## src/include/xeng_config.svh

```systemverilog
`ifndef XENG_CONFIG_SVH
`define XENG_CONFIG_SVH

// data path
`define XENG_DATA_W       16
`define XENG_MEM_ADDR_W   6
`define XENG_DELAY_W      4

// unit counts
`define XENG_N_MEM        2
`define XENG_N_ALU        2
`define XENG_N_MUL        1
`define XENG_MEM_SEL_W    1

// host channel address widths: ctl bit, memory select, word
`define XENG_CTR_ADDR_W   8
`define XENG_DATA_ADDR_W  7

// bus source selection
`define XENG_SEL_W        4
`define XENG_BUS_N        9

// bus source indices, memory m port p sits at MEM0A + 2m + p
`define XENG_SRC_ZERO     0
`define XENG_SRC_ONE      1
`define XENG_SRC_MEM0A    2
`define XENG_SRC_ALU0     6
`define XENG_SRC_ALU1     7
`define XENG_SRC_MUL0     8

`endif

```

## src/xeng_read_mux.sv

```systemverilog
`include "xeng_config.svh"

module xeng_read_mux (
   input  logic                                      ctr_is_status,
   input  logic [`XENG_MEM_SEL_W-1:0]                rd_ctr_mem,
   input  logic [`XENG_MEM_SEL_W-1:0]                rd_dat_mem,
   input  logic [`XENG_N_MEM-1:0][`XENG_DATA_W-1:0]  mem_a,
   input  logic [`XENG_N_MEM-1:0][`XENG_DATA_W-1:0]  mem_b,
   input  logic [2*`XENG_N_MEM-1:0]                  done,
   output logic [`XENG_DATA_W-1:0]                   ctr_rdata,
   output logic [`XENG_DATA_W-1:0]                   data_rdata
);

   logic [`XENG_DATA_W-1:0] status;

   // engine idle when every port is done
   assign status = {{(`XENG_DATA_W-1){1'b0}}, &done};

   // port registers only change on reads, so the selected word holds
   assign ctr_rdata  = ctr_is_status ? status : mem_a[rd_ctr_mem];
   assign data_rdata = mem_b[rd_dat_mem];

endmodule

```

## config.mk

```make
export PLATFORM = sky130hd
export DESIGN_NAME = xeng_read_mux
export DESIGN_NICKNAME = d
export VERILOG_FILES = /design/src/xeng_read_mux.sv
export VERILOG_INCLUDE_DIRS = /design/src /design/src/include
export SDC_FILE = /design/constraint.sdc
export NUM_CORES = 1
export LEC_CHECK = 0
export CAP_MARGIN = 20
export CORE_AREA = 2 2 39 41
export DETAILED_ROUTE_END_ITERATION = 8
export DIE_AREA = 0 0 41 43
export DONT_BUFFER_PORTS = 1
export PLACE_DENSITY = 0.52
export SLEW_MARGIN = 25
export SYNTH_ARGS = -nofsm -noshare
export SYNTH_HDL_FRONTEND = slang
export SYNTH_SLANG_ARGS = --single-unit
```

## constraint.sdc

```tcl
create_clock -name vclk -period 1.17
set_input_delay 0.234 -clock vclk [all_inputs]
set_output_delay 0.234 -clock vclk [all_outputs]
set_load 0.02 [all_outputs]
```

==> impl_metrics.tcl <==
set metrics [dict create \
    critPathRequiredTime_ps 940 \
    nFlopsAndLatches 0 \
    power.net_switching_uw 140 \
    path_buf_inv 0 \
    internal_power_uw 98.9 \
    overflow 0 \
    cp-end-kind "primary output" \
    finalMaxSlewViolations 0 \
    rsz0062_at_grt "false" \
    grt_usage 0.0889 \
    die_y_um 43 \
    max-vdd-ir-drop_uv 143 \
    io_buffers 0 \
    layout-drive-gt1-share 0.340 \
    synthesis.area_um2 517 \
    ioPinCount 103 \
    first_pass_iters 2 \
    final_hold_viol_count 0 \
    cts_resized 0 \
    powerDensity_nw_per_um2 499 \
    leakagePower_uw 0.000241 \
    status "complete, no violations" \
    syn2layout_area_growth_pct -7.51 \
    cp-startpoint "rd_ctr_mem" \
    grt_pass1_vias 272 \
    syn-mean-instance-area_um2 9.40 \
    wirelength_mm 1.08 \
    drc 0 \
    ys_seq_area_frac 0 \
    fin_crit_ps 874 \
    hold_class "in -> out" \
    die_w_um 41 \
    wl_per_cell_um 16.4 \
    slew_headroom 0.744 \
    via_per_inst 6.18 \
    ys_top_cells_by_area "mux2i_1 33%, mux2_4 29%, mux2_2 13%" \
    p_sw_frac 0.585 \
    seqPwrFrac 0 \
    synth_top_area_frac 0.329 \
    syn_inst 55 \
    drv_cap 0 \
    synth_warnings 0 \
    rows 14 \
    coreArea_um2 1380 \
    dieArea_um2 1760 \
    seqCellArea_um2 0 \
    grt_pass1_wl_mm 1.18 \
    path_cells "mux2i_1 -> nor2_1" \
    crit_path_start_kind "input port" \
    cp.arrival_ps 640 \
    fin_util 0.345 \
    synth_area_leader_cell "mux2i_1" \
    fmax_ghz 1.14 \
    cp_slowest_cell "nor2_1" \
    nClkBuffers 0 \
    fillerInstances 145 \
    synth_cell_type_count 10 \
    antenna_found_initial 0 \
    critical-path-max-stage-delay_ps 310 \
    pwr-share-clk 0 \
    layout_common_cells "17 x mux2i_1, 15 x nor2_1, 10 x mux2_4, 6 x mux2_2" \
    path_delay_family "simple AND/OR/NAND/NOR gates" \
    drt_iter0_markers 1 \
    vias 408 \
    fin_tns_setup_ps 0 \
    cts_setup_buffers 0 \
    place_congestion 0.616 \
    crit_type "in -> out" \
    worstPathMaxFanout 16 \
    dp_hpwl_um 983 \
    final_nets 123 \
    hold_buffers 0 \
    antenna_cells 0 \
    pwr-share-comb 1.000 \
    grt_max_degree 17 \
    setup_viol 0 \
    start_util 0.373 \
    syn_nets 126 \
    hp-start "ctr_is_status" \
    drtAntennaViolNets 0 \
    fin_crit_sh 0.747 \
    tightest_slew_ps 383 \
    crit_cells 2 \
    final_common_cell "mux2i_1" \
    holdPathStages 1 \
]
[cells by family (layout without fill, tap and decap cells)]
logic type | Yosys count | after routing | share of synthesized area
buffers and inverters | 6 | 1 | 0.128
multiplexers | 33 | 33 | 0.751
AND/OR/NAND/NOR | 16 | 16 | 0.121
[path summary, 6_finish.rpt]
path	slack, ps	to
min	550	ctr_rdata[2]
max	300	ctr_rdata[13]
[metal layers]
metal  routed length, µm  vias up  GRT usage
met2                 555       60      0.169
met5                   0        -          0
met1                 302      164      0.108
li1                    -      184          -
met3                 227        0    0.00524
met4                   0        0          0
[cell type report]
cell class                      count  area, µm²  share of cell area
Timing Repair Buffer                1       7.51              0.0157
Tap cell                           16       20.0              0.0419
Multi-Input combinational cell     49        450               0.942
[power groups by stage]
stage	Combinational, µW	Sequential (µW)	Clock [µW]
floorplan	274	0	0
global placement	240	0	0
detailed placement	240	0	0
CTS	241	0	0
global route	253	0	0
finish	238	0	0
[Yosys cell counts (all sizes together)]
cell,n
buf,5
clkbuf,1
mux2,16
mux2i,17
nand4,1
nor2,15
[stage by stage]
stage	cell area, µm²	hold slack, ps	total power, µW	worst slack, ps	instances
floorplan	517	627	274	41.5	55
global placement	478	552	240	297	66
detailed placement	478	551	240	289	66
CTS	478	551	241	289	66
global route	478	550	253	238	66
finish	478	551	238	296	66
Note: power is estimated with default switching activity, not from simulation.
