[config.mk]
export PLATFORM = sky130hd
export DESIGN_NAME = xeng_mul
export DESIGN_NICKNAME = d
export VERILOG_FILES = /design/src/xeng_pkg.sv /design/src/xeng_mul.sv
export VERILOG_INCLUDE_DIRS = /design/src /design/src/include
export SDC_FILE = /design/constraint.sdc
export NUM_CORES = 1
export LEC_CHECK = 0
export BUFFER_PORTS_ARGS = -buffer_cell sky130_fd_sc_hd__buf_2
export CAP_MARGIN = 5
export CORE_MARGIN = 2
export CORE_UTILIZATION = 25
export CTS_CLUSTER_DIAMETER = 80
export DETAILED_ROUTE_END_ITERATION = 16
export PLACE_DENSITY_LB_ADDON = 0.3
export REMOVE_ABC_BUFFERS = 1
export SLEW_MARGIN = 5
export SYNTH_ARGS = -nofsm -noshare
export SYNTH_HDL_FRONTEND = slang
export SYNTH_SLANG_ARGS = --single-unit
[constraint.sdc]
create_clock -name rst -period 1.01 [get_ports rst]
set_input_delay 0.1515 -clock rst [delete_from_list [all_inputs] [get_ports rst]]
set_output_delay 0.1515 -clock rst [all_outputs]
set_load 0.02 [all_outputs]
[src/include/xeng_config.svh]
`ifndef XENG_CONFIG_SVH
`define XENG_CONFIG_SVH

// data path
`define XENG_DATA_W       16
`define XENG_MEM_ADDR_W   6
`define XENG_DELAY_W      4

// unit counts
`define XENG_N_MEM        2
`define XENG_N_ALU        2
`define XENG_N_MUL        1
`define XENG_MEM_SEL_W    1

// host channel address widths: ctl bit, memory select, word
`define XENG_CTR_ADDR_W   8
`define XENG_DATA_ADDR_W  7

// bus source selection
`define XENG_SEL_W        4
`define XENG_BUS_N        9

// bus source indices, memory m port p sits at MEM0A + 2m + p
`define XENG_SRC_ZERO     0
`define XENG_SRC_ONE      1
`define XENG_SRC_MEM0A    2
`define XENG_SRC_ALU0     6
`define XENG_SRC_ALU1     7
`define XENG_SRC_MUL0     8

`endif

[src/xeng_pkg.sv]
`include "xeng_config.svh"

package xeng_pkg;

   // one word per bus source
   typedef logic [`XENG_BUS_N-1:0][`XENG_DATA_W-1:0] bus_t;

   typedef enum logic [2:0] {
      ALU_ADD    = 3'd0,
      ALU_SUB    = 3'd1,
      ALU_AND    = 3'd2,
      ALU_OR     = 3'd3,
      ALU_XOR    = 3'd4,
      ALU_MAX    = 3'd5,
      ALU_MIN    = 3'd6,
      ALU_PASS_A = 3'd7
   } alu_op_t;

   // spare bit pads the port word to 30 bits
   typedef struct packed {
      logic                         spare;
      logic                         en;
      logic                         we;
      logic [`XENG_SEL_W-1:0]       sel;
      logic [`XENG_MEM_ADDR_W-1:0]  start;
      logic [`XENG_MEM_ADDR_W-1:0]  incr;
      logic [`XENG_MEM_ADDR_W:0]    iter;
      logic [`XENG_DELAY_W-1:0]     delay;
   } mem_port_cfg_t;

   typedef struct packed {
      alu_op_t                op;
      logic [`XENG_SEL_W-1:0] sel_a;
      logic [`XENG_SEL_W-1:0] sel_b;
   } alu_cfg_t;

   typedef struct packed {
      logic [`XENG_SEL_W-1:0] sel_a;
      logic [`XENG_SEL_W-1:0] sel_b;
   } mul_cfg_t;

   // port index is 2*mem + port
   typedef struct packed {
      mem_port_cfg_t [2*`XENG_N_MEM-1:0] mem;
      alu_cfg_t [`XENG_N_ALU-1:0]        alu;
      mul_cfg_t [`XENG_N_MUL-1:0]        mul;
   } engine_cfg_t;

   // out of range selectors read as zero
   function automatic logic [`XENG_DATA_W-1:0] bus_pick(bus_t bus,
                                                        logic [`XENG_SEL_W-1:0] sel);
      logic [`XENG_DATA_W-1:0] word;
      word = '0;
      if (sel < `XENG_BUS_N) begin
         word = bus[sel];
      end
      return word;
   endfunction

endpackage

[src/xeng_mul.sv]
`include "xeng_config.svh"

module xeng_mul (
   input  logic                     rst,
   input  logic                     clk,
   input  logic                     run_start,
   input  xeng_pkg::mul_cfg_t       cfg,
   input  xeng_pkg::bus_t           bus,
   output logic [`XENG_DATA_W-1:0]  out
);

   logic [`XENG_DATA_W-1:0]   op_a;
   logic [`XENG_DATA_W-1:0]   op_b;
   logic [2*`XENG_DATA_W-1:0] prod;

   assign op_a = xeng_pkg::bus_pick(bus, cfg.sel_a);
   assign op_b = xeng_pkg::bus_pick(bus, cfg.sel_b);
   assign prod = op_a * op_b;

   // only the low half goes back on the bus
   always_ff @(posedge rst, posedge clk) begin
      if (clk) begin
         out <= '0;
      end else if (run_start) begin
         out <= '0;
      end else begin
         out <= prod[`XENG_DATA_W-1:0];
      end
   end

endmodule

==> results.md <==
- Routability-driven placement finished with a final weighted congestion of 0.922.
- The detailed-router iteration count before antenna repair is 4.
- Setup repair after global routing could not meet its margin everywhere.
- For this run, design rule violations remaining after detail routing come to 0.
- The routed design has 25.4 mm of wire.
- Setup violations remaining at the end of the flow were counted as 16.
- The post-layout minimum cycle time is 5.90 ns.
- At the pin with the least slew margin, the transition time is 0.525 ns.
- Once the floorplan was initialized, standard cells occupied 25.4% of the core.
- The clock sink count is 16.
- After clock tree synthesis, the clock-pin slew on the worst setup and hold paths is 0.05 ns.
- The antenna diode instance count is 0.
- The number of top-level pins is 171.
- The final reports fail on negative setup slack.
- The run finished, with violations left.
- The worst hold path begins at run_start.
- CTS built an H-tree with a depth of 1.
- The per-instance average area after synthesis is 9.28 um^2.
- Yosys printed 0 warnings.
- The clock tree buffer depth is 2.
- The top cell types in the final layout, fill and taps aside, are buf_4, buf_2, inv_1.
- The via density per instance is 4.73.
- The count of nets left with antenna violations after detail routing is 0.
- The number of antenna violations at the first check in global routing is 1.
- The global-route total usage across every layer is 17.6%.
- The number of instances in the synthesized netlist is 735.
- The part of the cycle the worst path needs is 585%.
- Entering global routing, the biggest net connects 21 pins.
- The detailed router finished its first iteration with 264 violations.
- Power spread over the standard cell area amounts to 1260 mW/mm^2.
- The CTS tree is built.
- The commonest register cell after synthesis is dfrtp_1.
- The number of flip-flops in the largest register is 16.
- The post-layout total power is 13400 uW.
- The final hold violation count is 0.
- The maximum fanout encountered on the critical timing path is 10.
- The wire-length estimate of the detail-placed layout is 21.2 mm.
- Max-cap violations in this run came to 0.
- The category of the worst setup path capture point is a flip-flop.
- out holds more flip-flops than any other register.
- The distinct cell type count after synthesis is 52.
- The classification of the worst-slack hold path is in -> reg.
- The slowest stage of the critical path is the fa_1 cell.
- The floorplan step defined a die boundary enclosing 0.0286 mm^2.
- The maximum ir drop on the vdd rail is 0.829 mV.
- In this design, the stage delay of the slowest critical-path cell is 0.55 ns.
- The end-of-flow core utilization is 39.6%.
- The cell sitting at the root of the clock tree is a clkbuf_16.
- The row count is 60.
- The class of the most critical setup path is in -> reg.
- The die is 169 um wide.
- The global-route wire length before repair is 39.5 mm.
- The floorplan step set the die height to 169 um.
- The worst endpoint required time is 1.13 ns.
- In the post-route analysis, the smallest setup slack over all paths is -4.89 ns.
- STA puts the critical path data arrival time at 6.02 ns.
- Registers take 400 um^2.
- After synthesis, flip-flops and latches occupy 5.87% of the total area.
- The total clock buffers created by CTS is 3.
- The area growth from synthesis to layout is 55.9%.
- The mapped netlist covers 0.00682 mm^2.
- The analysis attributes to cell leakage a power of 0.00495 uW.
- The library cell used most frequently in the layout, excluding fill and tap cells, is buf_4.
- The number of nets in the finished design is 1381.
- The synthesized design contains 16 register bits.
- The share of synthesized flip-flops with an asynchronous set or reset is 100%.
- Port buffering added 170 buffers.
- The number of global-route vias before repair is 7311.
- The largest registers in the layout are out x16.
- The number of enable flip-flop cells after synthesis is 0.
- The count of pins over their slew limit is 0.
- The share of post-route cells with drive strength above 1 is 54.5%.
- The core box area is 0.0269 mm^2.
- The launch point of the critical path is cfg[4].
- The worst setup slack after placement is -5.87 ns.
- The startpoint class of the critical path is a primary input.
- After filler insertion, the fill cell instance count of the layout stands at 2743.
- The maximum clock rate is 169 MHz.
- The sum of overflow across all layers after global routing is 0.
- The total number of vias is 6800.
- In the final routed layout, each cell accounts on average for 17.7 um.
- Summing all multi-input logic gate instances after layout gives 0.00638 mm^2.
- The relative slew slack is 64.6%.
worst paths after layout:
path / end / slack, ns / cells after the start
hold / removal: out[9] / 0.29 / 2
min in group asynchronous: out[3] / 0.45 / 4
max in group asynchronous: out[15] / 0.38 / 4
setup / recovery: out[15] / -4.89 / 28
synthesized netlist by cell type (3+ instances only):
library cell / instances / share of area [%]
a211oi_1: 3 / 0.33
a21oi_1: 12 / 0.88
and2_1: 6 / 0.55
buf_2: 8 / 0.59
buf_4: 5 / 0.55
buf_6: 6 / 0.99
clkbuf_1: 11 / 0.61
dfrtp_1: 16 / 5.9
fa_1: 80 / 23
ha_1: 49 / 9.0
inv_1: 122 / 6.7
mux2_2: 37 / 6.1
mux2i_1: 20 / 2.9
mux4_2: 42 / 14
nand2_1: 77 / 4.2
nand2_2: 5 / 0.46
nand2b_1: 9 / 0.83
nor2_1: 83 / 4.6
nor2b_1: 15 / 1.4
nor3_1: 8 / 0.59
o21a_1: 5 / 0.55
o21ai_0: 15 / 1.1
o21bai_1: 3 / 0.33
o22ai_1: 19 / 1.7
o31a_1: 4 / 0.51
o31ai_1: 4 / 0.44
o31ai_4: 3 / 0.94
or2_2: 5 / 0.46
xnor2_1: 24 / 3.1
xnor3_1: 3 / 0.99
xor2_1: 7 / 0.90
metal layers:
metal	routed length [um]	vias to the layer above	GRT usage, %
met5	11	-	0
met1	10700	3324	22.3
li1	-	3177	-
met3	1300	39	1.77
met2	12700	258	31.9
met4	709	2	4.50
where the power goes:
part           internal, uW  leakage (uW)  total (uW)  switching, uW
combinational          5990       0.00470       11600           5640
sequential              846      0.000211         885           39.0
clock                   601     0.0000442         842            241
layout make-up:
cell class              instances  area share [%]
clock buffers                   4           0.835
inverters                     122            4.35
multi-input cells             564            60.0
flip-flops and latches         16            3.76
well taps                     341            4.01
repair buffers                390            27.1
logic make-up after synthesis:
kind of cell    synth area share (%)
flops                           5.87
buf+inv                         9.77
compound gates                  9.68
simple gates                    14.2
fa+ha+maj                       32.5
mux                             23.1
xor+xnor                        4.97
timing repair:
item                       in CTS  in global routing
hold endpoints to repair       16                  0
hold buffers                    1                  0
buffers inserted               34                 19
cloned                          1                  2
pin swaps                      70                 32
gates resized for setup       139                 50
setup endpoints to repair      16                 16
worst max-delay path: cells and delay by family:
kind / cells / cell delay, ns
adders and majority gates: 6 / 2.68
xor gates and xnor gates: 8 / 1.42
buffers and inverters: 9 / 1.10
and+or+nand+nor: 4 / 0.56
AOI/OAI and AO/OA: 1 / 0.06
metrics by stage:
| step | area [um^2] | setup TNS, ns | std cells | hold slack [ns] |
|---|---|---|---|---|
| 6_report | 10600 | -57.04 | 1437 | 0.293 |
| 2_1_floorplan | 6620 | -52.86 | 702 | 0.0652 |
| 3_3_place_gp | 9250 | -64.30 | 1380 | 0.168 |
| 3_5_place_dp | 9250 | -65.25 | 1380 | 0.166 |
| 4_1_cts | 10200 | -57.35 | 1420 | 0.293 |
| 5_1_grt | 10600 | -59.92 | 1437 | 0.308 |
Power figures use the tool's default switching activity.
