### config.mk
export PLATFORM = sky130hd
export DESIGN_NAME = xeng_alu
export DESIGN_NICKNAME = d
export VERILOG_FILES = /design/src/xeng_pkg.sv /design/src/xeng_alu.sv
export VERILOG_INCLUDE_DIRS = /design/src /design/src/include
export SDC_FILE = /design/constraint.sdc
export NUM_CORES = 1
export LEC_CHECK = 0
export BUFFER_PORTS_ARGS = -buffer_cell sky130_fd_sc_hd__buf_2
export CAP_MARGIN = 20
export CELL_PAD_IN_SITES_DETAIL_PLACEMENT = 1
export CELL_PAD_IN_SITES_GLOBAL_PLACEMENT = 2
export CORE_MARGIN = 5
export CORE_UTILIZATION = 28
export CTS_CLUSTER_SIZE = 10
export DETAILED_ROUTE_END_ITERATION = 8
export GPL_TIMING_DRIVEN = 0
export PLACE_DENSITY = 0.8
export SYNTH_ARGS = -nofsm -noshare
export SYNTH_HDL_FRONTEND = slang
export SYNTH_SLANG_ARGS = --single-unit
### constraint.sdc
create_clock -name rst -period 0.8 [get_ports rst]
set_input_delay 0.04 -clock rst [delete_from_list [all_inputs] [get_ports rst]]
set_output_delay 0.04 -clock rst [all_outputs]
set_load 0.03 [all_outputs]
### src/include/xeng_config.svh
`ifndef XENG_CONFIG_SVH
`define XENG_CONFIG_SVH

// data path
`define XENG_DATA_W       16
`define XENG_MEM_ADDR_W   6
`define XENG_DELAY_W      4

// unit counts
`define XENG_N_MEM        2
`define XENG_N_ALU        2
`define XENG_N_MUL        1
`define XENG_MEM_SEL_W    1

// host channel address widths: ctl bit, memory select, word
`define XENG_CTR_ADDR_W   8
`define XENG_DATA_ADDR_W  7

// bus source selection
`define XENG_SEL_W        4
`define XENG_BUS_N        9

// bus source indices, memory m port p sits at MEM0A + 2m + p
`define XENG_SRC_ZERO     0
`define XENG_SRC_ONE      1
`define XENG_SRC_MEM0A    2
`define XENG_SRC_ALU0     6
`define XENG_SRC_ALU1     7
`define XENG_SRC_MUL0     8

`endif

### src/xeng_pkg.sv
`include "xeng_config.svh"

package xeng_pkg;

   // one word per bus source
   typedef logic [`XENG_BUS_N-1:0][`XENG_DATA_W-1:0] bus_t;

   typedef enum logic [2:0] {
      ALU_ADD    = 3'd0,
      ALU_SUB    = 3'd1,
      ALU_AND    = 3'd2,
      ALU_OR     = 3'd3,
      ALU_XOR    = 3'd4,
      ALU_MAX    = 3'd5,
      ALU_MIN    = 3'd6,
      ALU_PASS_A = 3'd7
   } alu_op_t;

   // spare bit pads the port word to 30 bits
   typedef struct packed {
      logic                         spare;
      logic                         en;
      logic                         we;
      logic [`XENG_SEL_W-1:0]       sel;
      logic [`XENG_MEM_ADDR_W-1:0]  start;
      logic [`XENG_MEM_ADDR_W-1:0]  incr;
      logic [`XENG_MEM_ADDR_W:0]    iter;
      logic [`XENG_DELAY_W-1:0]     delay;
   } mem_port_cfg_t;

   typedef struct packed {
      alu_op_t                op;
      logic [`XENG_SEL_W-1:0] sel_a;
      logic [`XENG_SEL_W-1:0] sel_b;
   } alu_cfg_t;

   typedef struct packed {
      logic [`XENG_SEL_W-1:0] sel_a;
      logic [`XENG_SEL_W-1:0] sel_b;
   } mul_cfg_t;

   // port index is 2*mem + port
   typedef struct packed {
      mem_port_cfg_t [2*`XENG_N_MEM-1:0] mem;
      alu_cfg_t [`XENG_N_ALU-1:0]        alu;
      mul_cfg_t [`XENG_N_MUL-1:0]        mul;
   } engine_cfg_t;

   // out of range selectors read as zero
   function automatic logic [`XENG_DATA_W-1:0] bus_pick(bus_t bus,
                                                        logic [`XENG_SEL_W-1:0] sel);
      logic [`XENG_DATA_W-1:0] word;
      word = '0;
      if (sel < `XENG_BUS_N) begin
         word = bus[sel];
      end
      return word;
   endfunction

endpackage

### src/xeng_alu.sv
`include "xeng_config.svh"

module xeng_alu (
   input  logic                     rst,
   input  logic                     clk,
   input  logic                     run_start,
   input  xeng_pkg::alu_cfg_t       cfg,
   input  xeng_pkg::bus_t           bus,
   output logic [`XENG_DATA_W-1:0]  out
);

   logic [`XENG_DATA_W-1:0] op_a;
   logic [`XENG_DATA_W-1:0] op_b;
   logic [`XENG_DATA_W-1:0] res;

   assign op_a = xeng_pkg::bus_pick(bus, cfg.sel_a);
   assign op_b = xeng_pkg::bus_pick(bus, cfg.sel_b);

   // max and min compare unsigned
   always_comb begin
      case (cfg.op)
         xeng_pkg::ALU_ADD:    res = op_a + op_b;
         xeng_pkg::ALU_SUB:    res = op_a - op_b;
         xeng_pkg::ALU_AND:    res = op_a & op_b;
         xeng_pkg::ALU_OR:     res = op_a | op_b;
         xeng_pkg::ALU_XOR:    res = op_a ^ op_b;
         xeng_pkg::ALU_MAX:    res = (op_a > op_b) ? op_a : op_b;
         xeng_pkg::ALU_MIN:    res = (op_a < op_b) ? op_a : op_b;
         default:              res = op_a;
      endcase
   end

   // one cycle behind the operands on the bus
   always_ff @(posedge rst, posedge clk) begin
      if (clk) begin
         out <= '0;
      end else if (run_start) begin
         out <= '0;
      end else begin
         out <= res;
      end
   end

endmodule

==> flow_summary_export.csv <==
group,metric,value,unit
run_status,outcome,"complete, but fails checks",
run_status,violations,"negative hold slack, negative setup slack",
yosys,syn_area,5984,sq um
yosys,synth_flop_cell,"dfrtp_1",
critical_path,criticalPathCategory,"input port to flop",
floorplan,core-area,21020,sq um
routing,dr.pass1.iters,4,
grt,grt_antenna_before_repair,1,
grt,grt_max_degree,17,
yosys,ys_seq_area_frac,0.06690,
yosys,synth_cells,760,
sta,fmax,284.0,MHz
yosys,synth_cell_types,74,
routing,routed.top_layer,"met5",
yosys,ys_warn_count,0,
yosys,synth_area_leaders,"mux4_2, mux2i_1, ha_1, dfrtp_1, a21oi_1",
sta,holdWs,-0.1098,ns
routing,vias_per_cell,5.873,
power_and_ir_drop,pwr-share-clk,0.093,
clocking,cts_buffers,3,
floorplan,die_area,24400,sq um
routing,dr_wl_met3,1.983,mm
finish,largest_reg_flops,16,
clocking,clock_sinks,16,
power_and_ir_drop,power.density,1226,nW/um^2
sta,period_share,4.402,
power_and_ir_drop,p_seq_frac,0.090,
sta,fin_ws,-2.722,ns
job,maxCapViolCount,0,
critical_path,crit_path_end_kind,"flop",
routing,wl_per_cell,24.50,um
floorplan,num_io_pins,174,
sta,setup_viol_count_final,32,
power_and_ir_drop,ir_drop,589.5,uV
critical_path,crit_start,"cfg[4]",
clocking,cts_tree,"built",
finish,diodes,0,
yosys,synth_area_leader_cell,"mux4_2",
floorplan,start_util,0.2847,
finish,largest-register,"out",
grt,grt_pass1_vias,8007,
clocking,cts-root-buf,"clkbuf_16",
clocking,path_clk_slew,0.05,ns
sta,setup_tns,-41.81,ns
sta,slew_violations,0,
power_and_ir_drop,combPwrFrac,0.817,
grt,grt_usage,0.2446,
place,hpwl,23.93,mm
power_and_ir_drop,switching_share,0.4936,
finish,layout.nets,1206,
place,place_ws,-3.779,ns
yosys,yosysTopAreaCellShare,0.1317,
sta,worst_pin_slew,0.9729,ns
finish,flow.area_growth_from_synthesis,49.36,%
sta,fin_crit,3.522,ns
clocking,clk_path_buf_depth,2,
yosys,avgSynthCellArea,7.874,sq um
grt,grt_overflow_total,0,
yosys,synth_async_sr_flop_share,1.000,
yosys,ys_ff_latch,16,
place,numPortBuffers,168,
clocking,htree_num_levels,1,
finish,drive_gt1_frac,0.4492,
routing,wl_met2,15.40,mm
floorplan,placementRows,53,
floorplan,die_h,156.2,um
critical_path,critPathArrivalTime,3.62,ns
routing,drt-total-wl,31.12,mm
power_and_ir_drop,p_int,5.552,mW
finish,final_util,0.4252,
finish,largestRegisters,"out x16",
yosys,syn_nets,969,
sta,hold_violations,16,
routing,postRouteAntennaNets,0,
routing,route.detailed.drc,0,
sta,slew_headroom,0.3490,
worst_hold_path,hold_class,"input port to async pin",
power_and_ir_drop,leakage,3.949,nW
critical_path,worst_setup_path_start_kind,"input port",
critical_path,cp.required,0.90,ns
yosys,synth-edff-count,0,
floorplan,die_w,156.2,um
routing,wl_met1,12.88,mm
place,gp_congestion,0.8769,
routing,num_vias,7459,
routing,drtIter0Drc,425,
grt,grt_pass1_wl,46.93,mm
critical_path,cp_max_fo,8,
sta,rsz0062_at_grt,"true",
power_and_ir_drop,p_switching,5.411,mW
metrics by stage:
step                      area [sq um]  power (mW)  instances
after floorplan                   6216       5.608        760
after CTS                         8439       9.888       1251
after global placement            7401       7.692       1203
after global routing              8939       11.57       1270
final                             8939       10.96       1270
after detailed placement          7406       7.763       1204
layout by cell type (no fill, tap or decap), drive strengths merged, types with 11 or more instances in the layout:
cell type | Yosys | routed
a22oi | 12 | 12
mux4 | 35 | 35
o211ai | 23 | 23
a221oi | 14 | 14
inv | 48 | 48
ha | 49 | 49
buf | 39 | 272
o21ai | 51 | 51
nor2 | 47 | 47
mux2i | 78 | 78
a21oi | 79 | 79
clkbuf | 25 | 26
dfrtp | 16 | 16
a211oi | 18 | 18
nor3 | 11 | 11
nand2 | 64 | 64
worst max path at each step:
stage,to,slack [ns],depth (start not counted)
2_1_floorplan,out[10],-2.57,16
4_1_cts,out[10],-2.63,18
3_3_place_gp,out[15],-3.79,17
5_1_grt,out[10],-2.83,18
3_5_place_dp,out[7],-3.78,17
6_report,out[10],-2.72,18
cells by family (layout without fill, tap and decap cells):
| family | Yosys count | after routing | synth area share |
|---|---|---|---|
| AOI/OAI and AO/OA | 281 | 281 | 0.3153 |
| xor gates and xnor gates | 9 | 9 | 0.01317 |
| adders and majority gates | 51 | 51 | 0.1091 |
| buffers and inverters | 113 | 348 | 0.08865 |
| DFF | 16 | 16 | 0.06690 |
| muxes | 116 | 116 | 0.2678 |
| and+or+nand+nor | 174 | 174 | 0.1390 |
metal layers:
metal,global-route usage,vias to the layer above
met3,0.04050,53
met2,0.4346,347
met1,0.3010,3676
li1,-,3381
met5,0,-
met4,0.07893,2
synth_stat cells, drive strengths merged (6+ instances only):
cell type	n
nor2b	10
nor3	11
o21ai	51
o31ai	6
a2111oi	6
a31oi	9
a22o	10
ha	49
xnor2	6
inv	48
o21a	9
a221oi	14
a21o	7
nor2	47
mux4	35
mux2i	78
nand2	64
nand2b	9
buf	39
a22oi	12
o211ai	23
dfrtp	16
a211oi	18
a21oi	79
nand3	7
clkbuf	25
final cells by class:
type,instances,area (sq um)
Timing Repair Buffer,234,1536
Sequential cell,16,400.4
Tap cell,275,344.1
Multi-Input combinational cell,631,5768
Inverter,49,186.4
Clock buffer,3,75.07
Fill cell,2523,12080
Buffer,62,628.1
worst max-delay path, stage by stage:
cell and delay (ns):
buf_12 0.11, buf_12 0.13, buf_12 0.13, mux4_2 0.38, mux2i_2 0.09, o21ai_2 0.25
buf_4 0.17, ha_4 0.13, inv_2 0.04, fa_2 0.36, o21ba_4 0.23, nor4_4 0.25
nor3_2 0.09, o21a_1 0.23, a221o_1 0.33, a222oi_1 0.35, a21boi_2 0.24, a221oi_2 0.07
power by group through the flow:
stage,Sequential [mW],Combinational [mW],Clock (mW)
after floorplan,1.21,4.40,0
after global placement,0.970,6.72,0
after detailed placement,0.972,6.79,0
after CTS,0.988,7.86,1.04
after global routing,0.998,9.50,1.07
final,0.988,8.95,1.02
repair_timing:
item | 4_1_cts | 5_1_grt
setup endpoints to repair | 32 | 32
resized for setup | 156 | 70
buffers inserted | 44 | 18
pin swaps | 27 | 18
hold endpoints to repair | 16 | 16
cloned | 1 | 2
Note: power is estimated with default switching activity, not from simulation.
